==> src/reluLayer_macros.svh <==
`ifndef RELULAYER_MACROS_SVH
`define RELULAYER_MACROS_SVH

// Layer shape.
`define NUM_NEURONS 4
`define NUM_INPUTS 10

// Word sizes.
`define DATA_W 16
`define ADR_W 8
`define WEIGHT_DEPTH 64

// Q8.8 fraction bits.
`define FRAC_W 8

// Wishbone word address map.
`define ACT_BASE 8'h40
`define CTRL_ADR 8'h50
`define OUT_BASE 8'h58

`endif

==> src/reluLayerPkg.sv <==
`default_nettype none

`include "reluLayer_macros.svh"

package reluLayerPkg;

	// Q8.8 sample and the wide running sum.
	typedef logic signed [`DATA_W-1:0] sample_t;
	typedef logic signed [2*`DATA_W-1:0] accum_t;

	typedef logic [$clog2(`WEIGHT_DEPTH)-1:0] weightAddr_t;

	// One activation per input, shared by every neuron.
	typedef sample_t [`NUM_INPUTS-1:0] activationVector_t;

	// One result per neuron.
	typedef sample_t [`NUM_NEURONS-1:0] resultVector_t;

endpackage

`default_nettype wire

==> src/reluNeuron.sv <==
`timescale 1ns/100ps
`default_nettype none

`include "reluLayer_macros.svh"

module reluNeuron
	import reluLayerPkg::*;
#(
	parameter int NEURON_INDEX = 0
)
(
	input  logic              clk,
	input  logic              reset,
	input  logic              start,
	input  activationVector_t activations,
	output logic              req,
	output weightAddr_t       reqAddr,
	input  logic              grant,
	input  sample_t           rdData,
	output sample_t           result,
	output logic              done
);

	localparam int IDX_W = $clog2(`NUM_INPUTS + 2);
	localparam weightAddr_t BASE_ADDR = weightAddr_t'(NEURON_INDEX * (`NUM_INPUTS + 1));
	localparam accum_t SAT_MAX = accum_t'((1 <<< (`DATA_W - 1)) - 1);
	localparam logic [IDX_W-1:0] BIAS_IDX = IDX_W'(`NUM_INPUTS);

	typedef enum logic [1:0] {IDLE, RUN, FINISH} state_t;

	state_t state;
	logic [IDX_W-1:0] reqIdx; // Next word to request.
	logic [IDX_W-1:0] capIdx; // Next word to accumulate.
	logic capValid;
	accum_t accum;
	accum_t product;
	sample_t scaled;
	accum_t term;

	assign req = (state == RUN) && (reqIdx <= BIAS_IDX);
	assign reqAddr = BASE_ADDR + weightAddr_t'(reqIdx);
	assign done = (state == IDLE);

	// ~~~~~~~~~~~~~~~~~~~~~~~~~~~~~~~~~~~~~~~~~~~~~~~~~~~~~~~~~~~~~~~~~~~~~~~~~~
	// Product keeps bits 23..8, back to Q8.8.
	always_comb
	begin
		product = '0;
		if (capIdx < BIAS_IDX)
			product = rdData * activations[capIdx];
		scaled = product[`DATA_W+`FRAC_W-1:`FRAC_W];
		if (capIdx == BIAS_IDX)
			term = accum_t'(rdData); // Bias goes in unscaled.
		else
			term = accum_t'(scaled);
	end

	always_ff @(posedge clk)
	begin
		if (reset)
		begin
			state <= IDLE;
			reqIdx <= '0;
			capIdx <= '0;
			capValid <= 1'b0;
			result <= '0;
		end
		else
		begin
			capValid <= grant; // Memory answers a cycle after grant.
			case (state)
				IDLE:
				begin
					if (start)
					begin
						state <= RUN;
						reqIdx <= '0;
						capIdx <= '0;
					end
				end
				RUN:
				begin
					if (grant)
						reqIdx <= reqIdx + 1'b1;
					if (capValid)
					begin
						capIdx <= capIdx + 1'b1;
						if (capIdx == BIAS_IDX)
							state <= FINISH;
					end
				end
				FINISH:
				begin
					if (accum > SAT_MAX)
						result <= sample_t'(SAT_MAX);
					else if (accum < 0)
						result <= '0; // ReLU.
					else
						result <= sample_t'(accum);
					state <= IDLE;
				end
				default: state <= IDLE;
			endcase
		end
	end

	always_ff @(posedge clk)
	begin
		if (state == IDLE && start)
			accum <= '0;
		else if (state == RUN && capValid)
			accum <= accum + term;
	end

endmodule

`default_nettype wire

==> config.mk <==
export PLATFORM = sky130hd
export DESIGN_NAME = reluNeuron
export DESIGN_NICKNAME = d
export VERILOG_FILES = /design/src/reluLayerPkg.sv /design/src/reluNeuron.sv
export VERILOG_INCLUDE_DIRS = /design/src
export SDC_FILE = /design/constraint.sdc
export NUM_CORES = 1
export LEC_CHECK = 0
export BUFFER_PORTS_ARGS = -buffer_cell sky130_fd_sc_hd__buf_2
export CAP_MARGIN = 10
export CORE_MARGIN = 5
export CORE_UTILIZATION = 59
export DETAILED_ROUTE_END_ITERATION = 7
export GPL_TIMING_DRIVEN = 0
export PLACE_DENSITY = 0.83
export SETUP_SLACK_MARGIN = 0.05
export SYNTH_ARGS = -nofsm -noshare
export SYNTH_HDL_FRONTEND = slang
export SYNTH_SLANG_ARGS = --single-unit
==> constraint.sdc <==
create_clock -name clk -period 17.8 [get_ports clk]
set_clock_uncertainty 0.05 [all_clocks]
set_input_delay 0 -clock clk [delete_from_list [all_inputs] [get_ports clk]]
set_output_delay 0 -clock clk [all_outputs]
set_load 0.05 [all_outputs]
# Word-level counts from Yosys, hierarchy flattened
# Index checks and enable logic that the tools add are counted.
dict set report totals {
  regBits 59
  in_bits 180
  wordCells 45
}
dict set report op_classes {
  addsub 3
  multipliers 1
  magnitude_cmp 5
  eq_ne 7
  mux 15
  reduce_logical 8
}
# cell n
set op_table {}
lappend op_table {{$bmux 16 s4} 1}
lappend op_table {{$mux 16} 3}
lappend op_table {{$add 32x32->32} 1}
lappend op_table {{$gt 32x16->1 const B} 1}
lappend op_table {{$lt 32x1->1 const B} 1}
lappend op_table {{$mux 32} 1}
lappend op_table {{$mul 16x16->24} 1}
lappend op_table {{$mux 24} 1}
lappend op_table {{$pmux 4 s2} 2}
lappend op_table {{$mux 4} 3}
lappend op_table {{$reduce_and 3->1} 3}
lappend op_table {{$add 4x1->4 const B} 2}
lappend op_table {{$mux 2} 3}
lappend op_table {{$ne 2x2->1 const B} 3}
lappend op_table {{$lt 4x5->1 const B} 1}
lappend op_table {{$eq 4x4->1 const B} 1}
lappend op_table {{$le 4x4->1 const B} 1}
lappend op_table {{$lt 4x4->1 const B} 1}
lappend op_table {{$pmux 2 s2} 1}
lappend op_table {{$logic_and 1x1->1} 3}
lappend op_table {{$eq 2x1->1 const B} 1}
lappend op_table {{$eq 2x2->1 const B} 1}
lappend op_table {{$logic_not 2->1} 1}
lappend op_table {{$ne 2x1->1 const B} 1}
lappend op_table {{$reduce_bool 2->1} 1}

# Longest topological paths before layout
# Gate-level depths: netlist of run 1.
dict set report depth {
  depth_word 6
  depth_mapped 48
}

# Worst setup path before layout of run 1
# OpenSTA, ideal clock, no wires.
dict set report synth_path {
  kind {register to register}
  start {register capIdx[0]}
  end {register accum[31]}
  setup_time_ns 0.070
  arrival_ns 10.349
  t_required_ns 17.680
  setup_slack_ns 7.330
  stages_incl_launch_ff 44
  path_buffers 6
  cell_sequence {dfxtp_1 -> buf_6 -> buf_4 -> buf_2 -> buf_2 -> clkbuf_1 -> mux4_2 -> a21oi_1 -> a21oi_1 -> clkbuf_1 -> nand2_1 -> fa_1 -> fa_1 -> fa_1 -> fa_1 -> inv_1 -> fa_1 -> inv_1 -> [... 8 more ...] -> o21bai_1 -> a21oi_1 -> nor2b_1 -> a21oi_1 -> xnor2_1 -> a22o_1 -> ha_1 -> and2_1 -> a311oi_1 -> o21ai_0 -> o31ai_1 -> a21oi_1 -> a31oi_1 -> a31oi_1 -> a31oi_1 -> xor2_1 -> or3_1 -> a21oi_1}
}
dict set report synth_between {
  elab_chain_len 6
  word_cells_on_any_way 8
  classes_between {add/sub: 1; mul: 1; order compare: 1; eq/ne: 1; mux: 4}
}
# item line
set synth_lines {}
lappend synth_lines {{from (decl)} reluNeuron.sv:33} ;# logic [IDX_W-1:0] capIdx;
lappend synth_lines {{from (signal assigned)} reluNeuron.sv:87} ;# capIdx <= capIdx + 1'b1;
lappend synth_lines {{$bmux 16 s4} reluNeuron.sv:50} ;# product = rdData * activations[capIdx];
lappend synth_lines {{$mux 16 (implied by the code)} reluNeuron.sv:50}
lappend synth_lines {{$mul 16x16->24} reluNeuron.sv:50}
lappend synth_lines {{$mux 24} reluNeuron.sv:49} ;# if (capIdx < BIAS_IDX)
lappend synth_lines {{$mux 32 (*)} reluNeuron.sv:52} ;# if (capIdx == BIAS_IDX)
lappend synth_lines {{$add 32x32->32 (*)} reluNeuron.sv:112} ;# accum <= accum + term;
lappend synth_lines {{to (signal assigned)} reluNeuron.sv:112}
lappend synth_lines {{to (decl)} reluNeuron.sv:35} ;# accum_t accum;
# Every way passes the cells marked *; elsewhere a longest branch is shown, timed or not. The select of a mux whose other input is x is not followed.
# A chain may end at the register's enable or synchronous reset.

# Final worst setup path of run 1
dict set report layout_path {
  start {register capIdx[1]}
  end {register accum[31]}
}
# Same word-level chain as after synthesis.

==> results.sh, run 1 <==
export IMPL_status="finished clean"
export IMPL_layout_nets=2152
export IMPL_overflow=0
export IMPL_holdCritStartpoint="reset"
export IMPL_clock_sinks=59
export IMPL_antenna_cells=0
export IMPL_synth_edf_count=0
export IMPL_max_freq_mhz=77.5
export IMPL_wl_per_cell_um=19.8
export IMPL_routed_wl_mm=38.7
export IMPL_tightest_slew_ns=1.07
export IMPL_clk_pin_slew_ns=0.05
export IMPL_die_w_um=156
export IMPL_r2r_worst_path_cells=44
export IMPL_r2r_end="accum[31]$_SDFFE_PP0P_"
export IMPL_relSlewSlack_pct=28.4
export IMPL_cp_data_arrival_time_ns=13.10
export IMPL_maxSlewViolCount=0
export IMPL_drc=0
export IMPL_min_period_ns=12.90
export IMPL_hp_class="primary input to register"
export IMPL_synth_top_area_share_pct=29.9
export IMPL_worst_path_max_fanout=10
export IMPL_finalWorstSetupSlack_ns=4.90
export IMPL_synth_top_area_cell="fa_1"
export IMPL_grt_max_degree=19
export IMPL_antenna_found_initial=0
export IMPL_cts_tree="built"
export IMPL_rows=53
export IMPL_start_util_pct=59.8
export IMPL_ys_seq_area_share_pct=9.42
export IMPL_slowest_stage="a21oi_1"
export IMPL_coreArea_sq_mm=0.0210
export IMPL_cts_made_buffers=9
export IMPL_portBuffers=199
export IMPL_grt_pass1_wl_mm=61.7
export IMPL_critical_path_max_stage_delay_ns=0.84
export IMPL_critical_path_most_common_cell="a21oi_1"
export IMPL_synth_area_leaders="fa_1 (30%), ha_1 (11%), dfxtp_1 (9.4%), inv_1 (7.4%), and2_1 (5.2%)"
export IMPL_cp_data_required_time_ns=18.01
export IMPL_drt_iter0_markers=865
export IMPL_synth_ff_type="dfxtp_1"
export IMPL_grtUsageTotal_pct=32.3
export IMPL_cts_root_buffer="clkbuf_16"
export IMPL_fill_cells=1767
export IMPL_hold_viol_final=0
export IMPL_dieArea_sq_mm=0.0243
export IMPL_clock_latency_ns=0.33
export IMPL_io_pins=204
export IMPL_drive_above_1_share_pct=15.1
export IMPL_areaGrowthSynthToFinish_pct=13.1
export IMPL_holdPathEnd="capValid$_SDFF_PP0_"
export IMPL_synth_distinct_cells=59
export IMPL_ys_seq_elements=59
export IMPL_whs_ns=0.0223
export IMPL_crit_type="register to register"
export IMPL_final_setup_tns_ns=0
export IMPL_r2r_start="capIdx[1]$_SDFFE_PP0P_"
export IMPL_post_drt_via_cell_ratio=5.77
export IMPL_cts_setup_buffers=0
export IMPL_cts_buffer_depth=2
export IMPL_dr_total_vias=11291
export IMPL_async_flop_share_pct=0
export IMPL_ys_warn_count=0
export IMPL_hpwl_mm=32.3
export IMPL_hold_path_depth=2
export IMPL_synthesis_area_sq_mm=0.0125
export IMPL_ant_nets=0
export IMPL_syn_inst=1465
export IMPL_rsz0062_at_grt="no"
export IMPL_end_kind="register"
export IMPL_start_kind="register"
export IMPL_setup_violations=0
export IMPL_place_congestion=0.984
export IMPL_reg2reg_slack_ns=4.90
export IMPL_h_tree_depth=3
export IMPL_grt_pass1_vias=11852
export IMPL_dr_pass1_iters=5
export IMPL_period_share_pct=72.5
export IMPL_cap_violations=0
export IMPL_fp_dieH_um=156
export IMPL_synth_area_per_cell_sq_um=8.56
export IMPL_dp_slack_ns=5.18
[per-layer routing]
| layer | up-vias | part of all wire (%) | track usage, % |
|---|---|---|---|
| met5 | - | 0 | 0 |
| met3 | 93 | 7.1 | 4.74 |
| met2 | 480 | 48 | 54.1 |
| met1 | 5571 | 41 | 43.2 |
| li1 | 5147 | - | - |
| met4 | 0 | 3.5 | 10.9 |
[Yosys cell counts, types with 5 or more instances]
| cell | n |
|---|---|
| nor4_1 | 6 |
| nor2b_1 | 11 |
| o22a_1 | 5 |
| ha_1 | 107 |
| nor3_1 | 24 |
| and3_1 | 10 |
| mux2i_1 | 33 |
| nand2b_1 | 8 |
| a211oi_1 | 6 |
| fa_1 | 187 |
| nand4_1 | 9 |
| o21bai_1 | 6 |
| a22o_1 | 17 |
| a21oi_1 | 87 |
| a21o_1 | 26 |
| xnor2_1 | 42 |
| nand2_1 | 168 |
| inv_1 | 246 |
| nand3_1 | 9 |
| nor2_1 | 74 |
| clkbuf_1 | 60 |
| o22ai_1 | 11 |
| mux4_2 | 20 |
| and2_1 | 105 |
| or3_1 | 8 |
| a31oi_1 | 5 |
| buf_4 | 5 |
| xor2_1 | 23 |
| dfxtp_1 | 59 |
| o21ai_0 | 33 |
[sequential cells by signal (all words and copies together), names as in the netlist]
name      flops
accum        32
result       16
capIdx        4
reqIdx        4
state         2
capValid      1
[critical path: cells and delay by family, from the launching register on]
kind	cells	cell delay (ns)
flops	1	0.63
fa+ha+maj	8	3.63
compound gates	19	4.81
xor+xnor	2	0.22
buf+inv	10	2.29
mux	1	0.32
simple gates	4	0.85
[cell families after synthesis]
family,share of synthesized area (%)
XOR/XNOR,4.90
other,0.0299
AND/OR/NAND/NOR,16.9
adder cells (fa/ha/maj),40.5
AO/OA/AOI/OAI,11.7
buffers and inverters,9.93
flip-flops,9.42
multiplexers,6.59
[final cells by class]
class	instances	area [sq um]	share of cell area, %
clock buffers	14	264	1.86
repair buffers	201	1020	7.17
flip-flops and latches	59	1180	8.33
multi-input cells	1087	10100	71.4
plain buffers	73	318	2.24
clock inverters	2	10.0	0.0706
well taps	275	344	2.43
inverters	247	927	6.54
[stage by stage]
stage	util [%]	instance area, sq um	cells
2_1_floorplan	-	12500	1466
3_3_place_gp	66.3	13900	1940
3_5_place_dp	66.3	13900	1940
4_1_cts	67.7	14200	1958
5_1_grt	67.7	14200	1958
6_report	67.7	14200	1958
[worst max path at each step]
stage	to	slack, ns	depth (start not counted)	startpoint
final	accum[31]$_SDFFE_PP0P_	4.90	44	capIdx[1]$_SDFFE_PP0P_
after global routing	accum[31]$_SDFFE_PP0P_	4.26	43	capIdx[0]$_SDFFE_PP0P_
after CTS	accum[31]$_SDFFE_PP0P_	5.11	44	capIdx[1]$_SDFFE_PP0P_
after detailed placement	accum[31]$_SDFFE_PP0P_	5.18	44	capIdx[1]$_SDFFE_PP0P_
after global placement	accum[31]$_SDFFE_PP0P_	5.32	44	capIdx[1]$_SDFFE_PP0P_
after floorplan	accum[31]$_SDFFE_PP0P_	7.33	43	capIdx[0]$_SDFFE_PP0P_
[timing repair]
item | 4_1_cts | 5_1_grt
hold buffers | 2 | 0
endpoints found under the hold margin | 2 | 0
resized for setup | 0 | 0
[layout by cell type (no fill, tap or decap), types with 10 or more instances in the layout]
master / count
nor3_1: 24
nand2_1: 168
buf_2: 201
mux4_2: 20
nor2b_1: 11
clkbuf_1: 63
dfxtp_1: 59
fa_1: 187
xnor2_1: 42
and2_1: 105
o22ai_1: 11
a21oi_1: 87
xor2_1: 23
ha_1: 107
nor2_1: 74
and3_1: 10
a22o_1: 17
a21o_1: 26
inv_1: 246
mux2i_1: 33
o21ai_0: 33
Power of run 1 is not shown: default switching activity piles up to over one toggle a cycle in this logic, so the estimate is an artifact.
==> run 2: changes to the inputs <==
--- a/config.mk
+++ b/config.mk
@@ -9,10 +9,10 @@
 export BUFFER_PORTS_ARGS = -buffer_cell sky130_fd_sc_hd__buf_2
 export CAP_MARGIN = 10
 export CORE_MARGIN = 5
-export CORE_UTILIZATION = 59
+export CORE_UTILIZATION = 54
 export DETAILED_ROUTE_END_ITERATION = 7
 export GPL_TIMING_DRIVEN = 0
-export PLACE_DENSITY = 0.83
+export PLACE_DENSITY = 0.8
 export SETUP_SLACK_MARGIN = 0.05
 export SYNTH_ARGS = -nofsm -noshare
 export SYNTH_HDL_FRONTEND = slang
==> constraint.sdc (replaced) <==
create_clock -name clk -period 11.4 [get_ports clk]
set_clock_uncertainty 0.05 [all_clocks]
set_input_delay 0 -clock clk [delete_from_list [all_inputs] [get_ports clk]]
set_output_delay 0 -clock clk [all_outputs]
set_load 0.05 [all_outputs]
==> results.sh, run 2 (synthesis gave the netlist of run 1 again) <==
export IMPL_grt_pass1_wl_mm=62.9
export IMPL_grtUsageTotal_pct=30.3
export IMPL_grt_max_degree=19
export IMPL_clock_latency_ns=0.34
export IMPL_clock_sinks=59
export IMPL_gr_max_usage_layer="met2"
export IMPL_cts_root_buffer="clkbuf_16"
export IMPL_hp_class="primary input to register"
export IMPL_start_util_pct=55.1
export IMPL_stdcell_area_sq_mm=0.0145
export IMPL_cts_made_buffers=9
export IMPL_antenna_found_initial=0
export IMPL_portBuffers=199
export IMPL_fp_dieH_um=162
export IMPL_tightest_slew_ns=1.13
export IMPL_place_area_sq_mm=0.0139
export IMPL_cts_buffer_depth=2
export IMPL_drc=0
export IMPL_critical_path_most_common_cell="fa_1"
export IMPL_worst_path_max_fanout=10
export IMPL_maxSlewViolCount=0
export IMPL_use_met2_pct=50.0
export IMPL_cap_violations=0
export IMPL_wl_per_cell_um=19.4
export IMPL_dieArea_sq_mm=0.0264
export IMPL_multiInputGateArea_sq_mm=0.0102
export IMPL_hold_viol_final=0
export IMPL_dr_pass1_iters=5
export IMPL_relSlewSlack_pct=24.0
export IMPL_coreArea_sq_mm=0.0228
export IMPL_ant_nets=0
export IMPL_start_kind="register"
export IMPL_fill_cells=1941
export IMPL_final_common_cell="inv_1"
export IMPL_cts_tree="built"
export IMPL_h_tree_depth=3
export IMPL_final_cell_mix="inv_1 (246), buf_2 (200), fa_1 (187)"
export IMPL_grt_pass1_vias=11996
export IMPL_slowest_stage="fa_1"
export IMPL_status="finished clean"
export IMPL_max_freq_mhz=92.2
export IMPL_final_cells=1996
export IMPL_cp_data_required_time_ns=11.61
export IMPL_period_share_pct=95.1
export IMPL_drt_iter0_markers=936
export IMPL_rows=55
export IMPL_reg_largest_list="accum x32, result x16"
export IMPL_grtUsageMet3_pct=4.07
export IMPL_die_w_um=162
export IMPL_seq_area_sq_mm=0.00118
export IMPL_met1_usage_pct=39.6
export IMPL_layout_nets=2152
export IMPL_min_period_ns=10.84
export IMPL_setup_violations=0
export IMPL_overflow=0
export IMPL_dr_total_vias=11377
export IMPL_dp_cells=1978
export IMPL_routed_wl_mm=38.7
export IMPL_place_congestion=0.986
export IMPL_areaGrowthSynthToFinish_pct=15.3
export IMPL_hpwl_mm=32.8
export IMPL_drive_above_1_share_pct=16.9
export IMPL_crit_type="register to register"
export IMPL_post_drt_via_cell_ratio=5.70
export IMPL_clk_pin_slew_ns=0.05
export IMPL_largest_reg_flops=32
export IMPL_end_kind="register"
export IMPL_io_pins=204
export IMPL_antenna_cells=0
export IMPL_rsz0062_at_grt="yes"
export IMPL_cp_data_arrival_time_ns=11.06
export IMPL_largest_register="accum"
export IMPL_whs_ns=0.0983
export IMPL_critical_path_max_stage_delay_ns=0.55
run 2: cell types whose count changed in the layout (fill, tap and decap cells not counted), sizes merged:
cell      before  now
clkbuf        74   70
bufinv         0    3
clkinvlp       0    1
inv          246  247
clkinv         3    2
run 2: what timing repair did:
action	in CTS	in global routing
pin swaps	0	6
buffers inserted	0	1
endpoints found under the hold margin	2	0
resized for setup	19	30
hold buffers	2	0
endpoints found under the setup margin	18	16
run 2: final timing paths:
path                               start                      to  slack [ns]  depth (start not counted)
setup / recovery  capIdx[1]$_SDFFE_PP0P_  accum[26]$_SDFFE_PP0P_        0.56                         45
hold reg to reg   result[7]$_SDFFE_PP0N_  result[7]$_SDFFE_PP0N_        0.43                          2
hold / removal                     reset     capValid$_SDFF_PP0_         0.1                          2
setup reg to reg  capIdx[1]$_SDFFE_PP0P_  accum[26]$_SDFFE_PP0P_        0.56                         45
run 2: final cells by class:
type	instances	area share, %
multi-input combinational	1087	70.8
sequential	59	8.20
timing repair buffer	202	7.08
inverter	247	6.41
tap	313	2.71
buffer	72	2.39
clock buffer	10	1.65
clock inverter	6	0.770
run 2: worst max-delay path, delay by kind of cell (launching register included):
family	cells	cell delay, ns
xor+xnor	2	0.24
mux	1	0.32
fa+ha+maj	8	3.72
compound gates	20	3.95
flops	1	0.45
simple gates	4	0.56
buf+inv	10	1.44
run 2: metrics by stage:
step	utilization [%]	worst slack, ns	setup TNS (ns)
2_1_floorplan	-	0.930	0
3_3_place_gp	61.2	-1.04	-7.60
3_5_place_dp	61.2	-1.32	-12.37
4_1_cts	63.0	-0.00113	-0.00113
5_1_grt	63.5	-0.0422	-0.0677
6_report	63.5	0.557	0
run 2: layer usage:
| layer | vias to the layer above | share of wire, % |
|---|---|---|
| li1 | 5142 | - |
| met1 | 5627 | 40 |
| met2 | 471 | 48 |
| met3 | 137 | 7.0 |
| met4 | 0 | 5.0 |
| met5 | - | 0 |
Power of run 2 is left out for the same reason.
==> run 3: changes to the inputs <==
--- a/config.mk
+++ b/config.mk
@@ -9,10 +9,10 @@
 export BUFFER_PORTS_ARGS = -buffer_cell sky130_fd_sc_hd__buf_2
 export CAP_MARGIN = 10
 export CORE_MARGIN = 5
-export CORE_UTILIZATION = 54
+export CORE_UTILIZATION = 59
 export DETAILED_ROUTE_END_ITERATION = 7
 export GPL_TIMING_DRIVEN = 0
-export PLACE_DENSITY = 0.8
+export PLACE_DENSITY = 0.83
 export SETUP_SLACK_MARGIN = 0.05
 export SYNTH_ARGS = -nofsm -noshare
 export SYNTH_HDL_FRONTEND = slang
==> constraint.sdc (replaced) <==
create_clock -name clk -period 10.68 [get_ports clk]
set_clock_uncertainty 0.05 [all_clocks]
set_input_delay 0 -clock clk [delete_from_list [all_inputs] [get_ports clk]]
set_output_delay 0 -clock clk [all_outputs]
set_load 0.05 [all_outputs]
==> results.sh, run 3 (synthesis gave the netlist of run 1 again) <==
export IMPL_rows=53
export IMPL_clk_pin_slew_ns=0.05
export IMPL_critPathTopFamily="adder cells"
export IMPL_cts_root_buffer="clkbuf_16"
export IMPL_cts_buffer_depth=2
export IMPL_post_route_util_pct=69.4
export IMPL_io_pins=204
export IMPL_final_common_cell="inv_1"
export IMPL_worst_path_max_fanout=10
export IMPL_dp_cells=1940
export IMPL_maxSlewViolCount=0
export IMPL_multiInputGateArea_sq_mm=0.0104
export IMPL_die_w_um=156
export IMPL_seq_area_sq_mm=0.00118
export IMPL_grt_pass1_wl_mm=62.1
export IMPL_final_cells=1960
export IMPL_path_buf_inv=10
export IMPL_critical_path_max_stage_delay_ns=0.58
export IMPL_fp_dieH_um=156
export IMPL_place_congestion=0.984
export IMPL_min_period_ns=10.23
export IMPL_setup_violations=0
export IMPL_antenna_cells=0
export IMPL_coreArea_sq_mm=0.0210
export IMPL_dr_total_vias=11329
export IMPL_wl_per_cell_um=20.0
export IMPL_stdcell_area_sq_mm=0.0145
export IMPL_start_util_pct=59.8
export IMPL_final_setup_tns_ns=0
export IMPL_cts_tree="built"
export IMPL_clock_latency_ns=0.33
export IMPL_crit_path_start="capIdx[1]$_SDFFE_PP0P_"
export IMPL_grtUsageTotal_pct=32.5
export IMPL_largest_register="accum"
export IMPL_post_drt_via_cell_ratio=5.78
export IMPL_cap_violations=0
export IMPL_largest_reg_flops=32
export IMPL_period_share_pct=95.8
export IMPL_hold_viol_final=0
export IMPL_reg2reg_slack_ns=0.45
export IMPL_ant_nets=0
export IMPL_h_tree_depth=3
export IMPL_cp_data_arrival_time_ns=10.43
export IMPL_areaGrowthSynthToFinish_pct=16.0
export IMPL_overflow=0
export IMPL_critical_path_most_common_cell="fa_1"
export IMPL_critPathCapture="accum[26]$_SDFFE_PP0P_"
export IMPL_dieArea_sq_mm=0.0243
export IMPL_crit_type="register to register"
export IMPL_antenna_found_initial=0
export IMPL_drc=0
export IMPL_reg_largest_list="accum x32, result x16"
export IMPL_fill_cells=1722
export IMPL_drive_above_1_share_pct=18.2
export IMPL_routed_wl_mm=39.2
export IMPL_portBuffers=199
export IMPL_final_cell_mix="inv_1 (245), buf_2 (199), fa_1 (187)"
export IMPL_end_kind="register"
export IMPL_cp_data_required_time_ns=10.89
export IMPL_grt_max_degree=19
export IMPL_status="finished clean"
export IMPL_relSlewSlack_pct=30.0
export IMPL_cts_made_buffers=9
export IMPL_r2r_start="capIdx[1]$_SDFFE_PP0P_"
export IMPL_grt_pass1_vias=11947
export IMPL_max_freq_mhz=97.8
export IMPL_r2r_worst_path_cells=45
export IMPL_hpwl_mm=32.3
export IMPL_path_depth=45
export IMPL_rsz0062_at_grt="no"
export IMPL_slowest_stage="fa_1"
export IMPL_layout_nets=2154
export IMPL_r2r_end="accum[26]$_SDFFE_PP0P_"
export IMPL_dr_pass1_iters=5
export IMPL_hp_class="primary input to register"
export IMPL_place_area_sq_mm=0.0139
export IMPL_drt_iter0_markers=924
export IMPL_clock_sinks=59
export IMPL_tightest_slew_ns=1.04
export IMPL_start_kind="register"
## run 3: cell count changes in the layout (fill, tap and decap cells not counted), sizes merged
cell / change
bufinv: -3
clkinv: +1
inv: -1
clkbuf: +3
clkinvlp: -1
buf: +3
## run 3: timing repair
action | CTS | global route
hold buffers | 2 | 0
gates cloned | 0 | 0
gates resized for setup | 50 | 44
endpoints found under the setup margin | 23 | 14
setup buffers | 2 | 1
pin swaps | 4 | 7
endpoints found under the hold margin | 2 | 0
## run 3: through the flow
stage / hold slack, ns / setup WS [ns]
2_1_floorplan: 0.0782 / 0.210
3_3_place_gp: 0.202 / -1.80
3_5_place_dp: 0.197 / -1.94
4_1_cts: 0.0246 / 0.0707
5_1_grt: 0.0811 / 0.0141
6_report: 0.0300 / 0.451
## run 3: per-layer routing
layer,GRT usage (%),share of wire [%],vias up
li1,-,-,5155
met1,43.6,41,5561
met2,54.6,48,515
met3,4.44,7.5,98
met4,11.0,3.6,0
met5,0,0,-
## run 3: final cells by class
type | instances | area share [%]
multi-input cells | 1087 | 71.3
clock inverters | 2 | 0.0688
flip-flops and latches | 59 | 8.15
inverters | 247 | 6.38
clock buffers | 14 | 1.82
plain buffers | 72 | 2.81
repair buffers | 204 | 7.14
well taps | 275 | 2.37
## run 3: how the worst min path moves through the flow
stage	from	slack [ns]	end	cells past startpoint
after floorplan	grant	0.08	capValid$_SDFF_PP0_	1
after detailed placement	grant	0.20	capValid$_SDFF_PP0_	2
after global routing	reset	0.08	capValid$_SDFF_PP0_	2
final	reset	0.03	capValid$_SDFF_PP0_	2
after global placement	grant	0.20	capValid$_SDFF_PP0_	2
after CTS	reset	0.02	capValid$_SDFF_PP0_	2
## run 3: worst reg2reg max path, delay by kind of cell, from the launching register on
kind,cells,cell delay (ns)
xor+xnor,2,0.29
flops,1,0.37
mux,1,0.32
simple gates,4,0.55
compound gates,20,3.59
buf+inv,10,1.37
fa+ha+maj,8,3.64
Power of run 3 is left out for the same reason.
